File: config.mk
export PLATFORM = sky130hd
export DESIGN_NAME = butterfly_lane
export DESIGN_NICKNAME = d
export VERILOG_FILES = /design/src/fft_stage_pkg.sv /design/src/butterfly.sv /design/src/butterfly_lane.sv
export SDC_FILE = /design/constraint.sdc
export NUM_CORES = 2
export LEC_CHECK = 0
export ABC_AREA = 1
export BUFFER_PORTS_ARGS = -buffer_cell sky130_fd_sc_hd__clkbuf_2
export CAP_MARGIN = 15
export CORE_AREA = 4 4 605 607
export CTS_BUF_LIST = sky130_fd_sc_hd__clkbuf_4 sky130_fd_sc_hd__clkbuf_8
export CTS_CLUSTER_DIAMETER = 200
export DETAILED_ROUTE_END_ITERATION = 7
export DIE_AREA = 0 0 609 611
export HOLD_SLACK_MARGIN = 0.05
export PLACE_DENSITY = 0.35
export SLEW_MARGIN = 15
export SYNTH_ARGS = -nofsm -noshare
export SYNTH_HDL_FRONTEND = slang
export SYNTH_SLANG_ARGS = --single-unit
File: constraint.sdc
create_clock -name clk -period 22.9 [get_ports clk]
set_input_delay 4.58 -clock clk [delete_from_list [all_inputs] [get_ports clk]]
set_output_delay 4.58 -clock clk [all_outputs]
set_load 0.01 [all_outputs]
File: src/fft_stage_pkg.sv
package fft_stage_pkg;

        // Frame geometry of the third stage
        localparam int n_points = 32;
        localparam int span = 8;
        localparam int n_lanes = 4;
        localparam int n_slots = 4;

        // Q1.14 parts
        localparam int sample_w = 16;
        localparam int frac_w = 14;

        typedef logic [1:0] slot_t;

        typedef struct packed {
                logic signed [sample_w-1:0] re;
                logic signed [sample_w-1:0] im;
        } cplx_t;

        // Sample 0 sits in the low word
        typedef cplx_t [n_points-1:0] frame_t;

        // W16^k for k = 0..7, scaled by 2^14
        localparam cplx_t twiddle [span] = '{
                '{re: 16'sd16384, im: 16'sd0},
                '{re: 16'sd15137, im: -16'sd6270},
                '{re: 16'sd11585, im: -16'sd11585},
                '{re: 16'sd6270, im: -16'sd15137},
                '{re: 16'sd0, im: -16'sd16384},
                '{re: -16'sd6270, im: -16'sd15137},
                '{re: -16'sd11585, im: -16'sd11585},
                '{re: -16'sd15137, im: -16'sd6270}
        };

endpackage

File: src/butterfly.sv
`timescale 1ns/1ns

module butterfly
(
        input  fft_stage_pkg::cplx_t a,
        input  fft_stage_pkg::cplx_t b,
        input  fft_stage_pkg::cplx_t w,
        output fft_stage_pkg::cplx_t sum,
        output fft_stage_pkg::cplx_t diff
);

        // Cross sum of two 16x16 products needs one extra bit
        localparam int prod_w = 2 * fft_stage_pkg::sample_w + 1;
        localparam int p_w = prod_w - fft_stage_pkg::frac_w;
        localparam int acc_w = p_w + 1;

        logic signed [prod_w-1:0] p_re_full;
        logic signed [prod_w-1:0] p_im_full;
        logic signed [p_w-1:0] p_re;
        logic signed [p_w-1:0] p_im;
        logic signed [acc_w-1:0] sum_re;
        logic signed [acc_w-1:0] sum_im;
        logic signed [acc_w-1:0] diff_re;
        logic signed [acc_w-1:0] diff_im;

        always_comb
        begin
                p_re_full = w.re * b.re - w.im * b.im;
                p_im_full = w.re * b.im + w.im * b.re;

                // Drop the fraction bits of the twiddle
                p_re = p_re_full[prod_w-1:fft_stage_pkg::frac_w];
                p_im = p_im_full[prod_w-1:fft_stage_pkg::frac_w];

                sum_re = a.re + p_re;
                sum_im = a.im + p_im;
                diff_re = a.re - p_re;
                diff_im = a.im - p_im;

                // Halve on the way out so the result fits Q1.14 again
                sum.re = sum_re[fft_stage_pkg::sample_w:1];
                sum.im = sum_im[fft_stage_pkg::sample_w:1];
                diff.re = diff_re[fft_stage_pkg::sample_w:1];
                diff.im = diff_im[fft_stage_pkg::sample_w:1];
        end

endmodule

File: src/butterfly_lane.sv
`timescale 1ns/1ns

module butterfly_lane
#(
        parameter int lane = 0
)
(
        input  logic clk,
        input  logic reset,
        input  logic busy,
        input  fft_stage_pkg::slot_t slot,
        input  fft_stage_pkg::frame_t frame_in,
        output fft_stage_pkg::cplx_t [2*fft_stage_pkg::span-1:0] results
);

        localparam int lanes_per_block = fft_stage_pkg::span / fft_stage_pkg::n_slots;
        localparam int g = lane / lanes_per_block;
        localparam int h = lane % lanes_per_block;
        localparam int base = g * 2 * fft_stage_pkg::span;
        localparam int k_w = $clog2(fft_stage_pkg::span);

        typedef logic [k_w-1:0] tw_idx_t;

        // First twiddle index this lane owns
        localparam tw_idx_t k_base = tw_idx_t'(h * fft_stage_pkg::n_slots);

        tw_idx_t k;
        fft_stage_pkg::cplx_t op_a;
        fft_stage_pkg::cplx_t op_b;
        fft_stage_pkg::cplx_t op_w;
        fft_stage_pkg::cplx_t bf_sum;
        fft_stage_pkg::cplx_t bf_diff;

        assign k = k_base + tw_idx_t'(slot);

        // Pair n with n+8 inside the block
        always_comb
        begin
                op_a = frame_in[base + k];
                op_b = frame_in[base + fft_stage_pkg::span + k];
                op_w = fft_stage_pkg::twiddle[k];
        end

        butterfly i_butterfly
        (
                .a    (op_a),
                .b    (op_b),
                .w    (op_w),
                .sum  (bf_sum),
                .diff (bf_diff)
        );

        always_ff @(posedge clk)
        begin
                if (reset)
                begin
                        results <= '0;
                end
                else if (busy)
                begin
                        // Every slot writes, zero results included
                        results[k] <= bf_sum;
                        results[fft_stage_pkg::span + k] <= bf_diff;
                end
        end

endmodule

==> results.json <==
{
  "status": "finished, final reports clean",
  "syn_area_per_cell_um2": 8.210,
  "multiInputGateArea_um2": 34900,
  "drive_above_1_share": 0.1253,
  "initial_utilization": 0.1325,
  "cp.arrival_ps": 17630,
  "crit_path_start": "slot[0]",
  "die_w_um": 609,
  "ant_nets": 0,
  "finalCriticalPeriod_ps": 17070,
  "cts-hold-fix-buffers": 0,
  "root_buffer": "clkbuf_8",
  "grt-busiest-layer": "met2",
  "worst_setup_path_start_kind": "input pin",
  "via_per_inst": 3.389,
  "postCtsResizedCells": 0,
  "drtIter0Drc": 2033,
  "gr-total-overflow": 0,
  "io_buffer_count": 516,
  "grt_max_degree": 93,
  "final_cells": 11154,
  "fin_ws_ps": 5829,
  "ios": 1541,
  "cp_slowest_cell": "fa_1",
  "clkSinkCount": 256,
  "rows": 221,
  "drt_wl_total_mm": 219.6,
  "dp_hpwl_mm": 194.7,
  "cp_max_fo": 39,
  "vias": 37799,
  "grt_pass1_wl_mm": 306.4,
  "met1_usage": 0.1484,
  "rsz0062_at_grt": "no",
  "place_congestion": 0.9178,
  "tightestPinTransition_ps": 1382,
  "nFillCells": 41386,
  "grt_util_all_layers": 0.1151,
  "nNetsFinal": 8716,
  "ys_seq_elements": 256,
  "skew_ps": 0,
  "yosys_warnings": 0,
  "worstSetupEndpointType": "flop",
  "cpLargestDelayFamily": "adder cells",
  "synthArstFlopShare": 0,
  "drc": 0,
  "first_global_vias": 40263,
  "die_h_um": 611,
  "clkLatencyLatePin_ps": 620,
  "wl_per_cell_um": 19.69,
  "placed_cells": 11060,
  "max_cap_viol_count": 0,
  "seq_area_um2": 5125,
  "crit_required_ps": 23460,
  "coreArea_um2": 361100,
  "syn_area_um2": 47840,
  "path_buf_inv": 14,
  "period_share": 0.7454,
  "preCtsSetupSlack_ps": 4469,
  "die_area_um2": 372100,
  "clkTransAtPathRegs_ps": 60,
  "globalRouteMet3Util": 0.009042,
  "antenna_found_initial": 14,
  "gr-usage-met2": 0.2058,
  "clockBufferDepth": 3,
  "cts_setup_buffers": 0,
  "largest_reg_flops": 256,
  "cts_max_level": 2,
  "slew_violations": 0,
  "finalHoldViolCount": 0,
  "drtPass1Iterations": 5,
  "cts_made_buffers": 50,
  "clock.fmax_mhz": 58.58,
  "setup_viol": 0,
  "area_delta_synth_final_pct": 18.45,
  "cp_common_cell": "inv_1",
  "hp-start": "results[304]$_SDFFE_PP0P_",
  "netlist_instances": 5827,
  "synth_cell_types": 63,
  "relSlewSlack": 0.06886,
  "synthFlopType": "dfxtp_1",
  "reg.largest.list": "results x256",
  "cts_tree": "done",
  "cp_slowest_stage_delay_ps": 690,
  "fin_setup_tns_ps": 0,
  "worstSetupPathType": "in2reg",
  "timing.rr.start": "results[2]$_SDFFE_PP0P_",
  "synth_edf_count": 0,
  "hold_path.class": "reg2reg",
  "yosysSeqAreaShare": 0.1071,
  "regMostFlops": "results"
}
kinds of logic (layout without fill, tap and decap cells):
logic type / count (synthesis) / in the layout / share of synthesized area
AO/OA/AOI/OAI: 628 / 628 / 0.07339
XOR/XNOR: 120 / 120 / 0.02244
adder cells (fa/ha/maj): 1369 / 1369 / 0.4944
buffers and inverters: 2084 / 2356 / 0.1850
flip-flops: 256 / 256 / 0.1071
other: 1 / 262 / 0.00007839
AND/OR/NAND/NOR: 1369 / 1369 / 0.1175
layer usage:
layer	part of all wire	vias up
met5	0.000059	-
met4	0.031	2
met3	0.033	183
met2	0.50	998
met1	0.44	18928
li1	-	17688
synthesized netlist by cell type (3+ instances only):
master,n,area (µm²)
a21o_1,20,150.1
a21oi_1,181,905.9
a221oi_1,5,43.79
a31o_2,3,26.28
a31oi_1,9,56.30
a32oi_1,3,26.28
buf_1,17,63.81
buf_2,27,135.1
buf_4,258,1937
buf_6,3,33.78
clkbuf_1,116,435.4
clkinv_1,9,33.78
dfxtp_1,256,5125
fa_1,869,17400
ha_1,500,6256
inv_1,1638,6148
inv_2,14,52.55
nand2_1,386,1449
nand2_2,23,143.9
nand3_1,116,580.6
nand3_2,6,60.06
nand3b_1,9,67.56
nand3b_2,3,33.78
nand4_1,13,81.33
nor2_1,747,2804
nor2_2,3,18.77
nor3_1,38,190.2
nor3_2,4,40.04
nor4_1,8,50.05
o211ai_1,36,270.3
o21a_1,5,37.54
o21ai_0,265,1326
o21ai_1,43,215.2
o21ai_2,3,26.28
o21bai_1,8,60.06
o22ai_1,27,168.9
o32ai_1,4,35.03
or2_2,7,43.79
xnor2_1,31,271.5
xor2_1,86,753.2
placed cells by master (no fill, tap or decap), types with 5 or more instances in the layout:
cell,count
xnor2_1,31
buf_4,92
nand4_1,13
nand3_2,6
nand2_1,386
a221oi_1,5
nand3_1,116
nor3_1,31
ha_1,499
o21ai_0,262
conb_1,256
nor4_1,8
o211ai_1,36
nor3_2,11
clkbuf_2,513
a31oi_1,9
inv_1,1636
nand2_2,23
o21ai_1,45
nor2_1,747
dfxtp_1,256
a21oi_1,181
xor2_2,7
a21o_1,20
or2_2,7
diode_2,6
inv_4,5
fa_1,869
clkbuf_4,18
inv_2,16
nand3b_1,9
o21a_1,5
o22ai_1,27
o21bai_1,8
clkbuf_8,63
xor2_1,81
final cells by class:
class,instances,area share
clock inverter,7,0.001656
antenna,6,0.0002650
inverter,1662,0.1104
clock buffer,81,0.01769
sequential,256,0.09044
multi-input combinational,3742,0.6160
tap,4794,0.1059
timing repair buffer,606,0.05770
metrics by stage:
stage / cell area [µm²] / util / hold slack, ps
floorplan: 48790 / - / 510.6
global placement: 55550 / 0.1538 / 464.0
detailed placement: 55550 / 0.1538 / 474.0
CTS: 56650 / 0.1569 / 486.2
global route: 56660 / 0.1569 / 515.9
finish: 56660 / 0.1569 / 479.9
path summary, 6_finish.rpt:
| check | to | slack, ps | cells after the start |
|---|---|---|---|
| max | results[61]$_SDFFE_PP0P_ | 5830 | 46 |
| min | results[304]$_SDFFE_PP0P_ | 480 | 2 |
| max reg2reg | results[2]$_SDFFE_PP0P_ | 22100 | 4 |
| min reg2reg | results[304]$_SDFFE_PP0P_ | 480 | 2 |
worst register-to-register path: cells and delay by family (launching register included):
kind,cells,cell delay [ps]
AO/OA/AOI/OAI,1,90
buffers and inverters,1,80
flip-flops,1,390
AND/OR/NAND/NOR,2,180
Power is not shown: default switching activity piles up to over one toggle a cycle in this logic, so the estimate is an artifact.
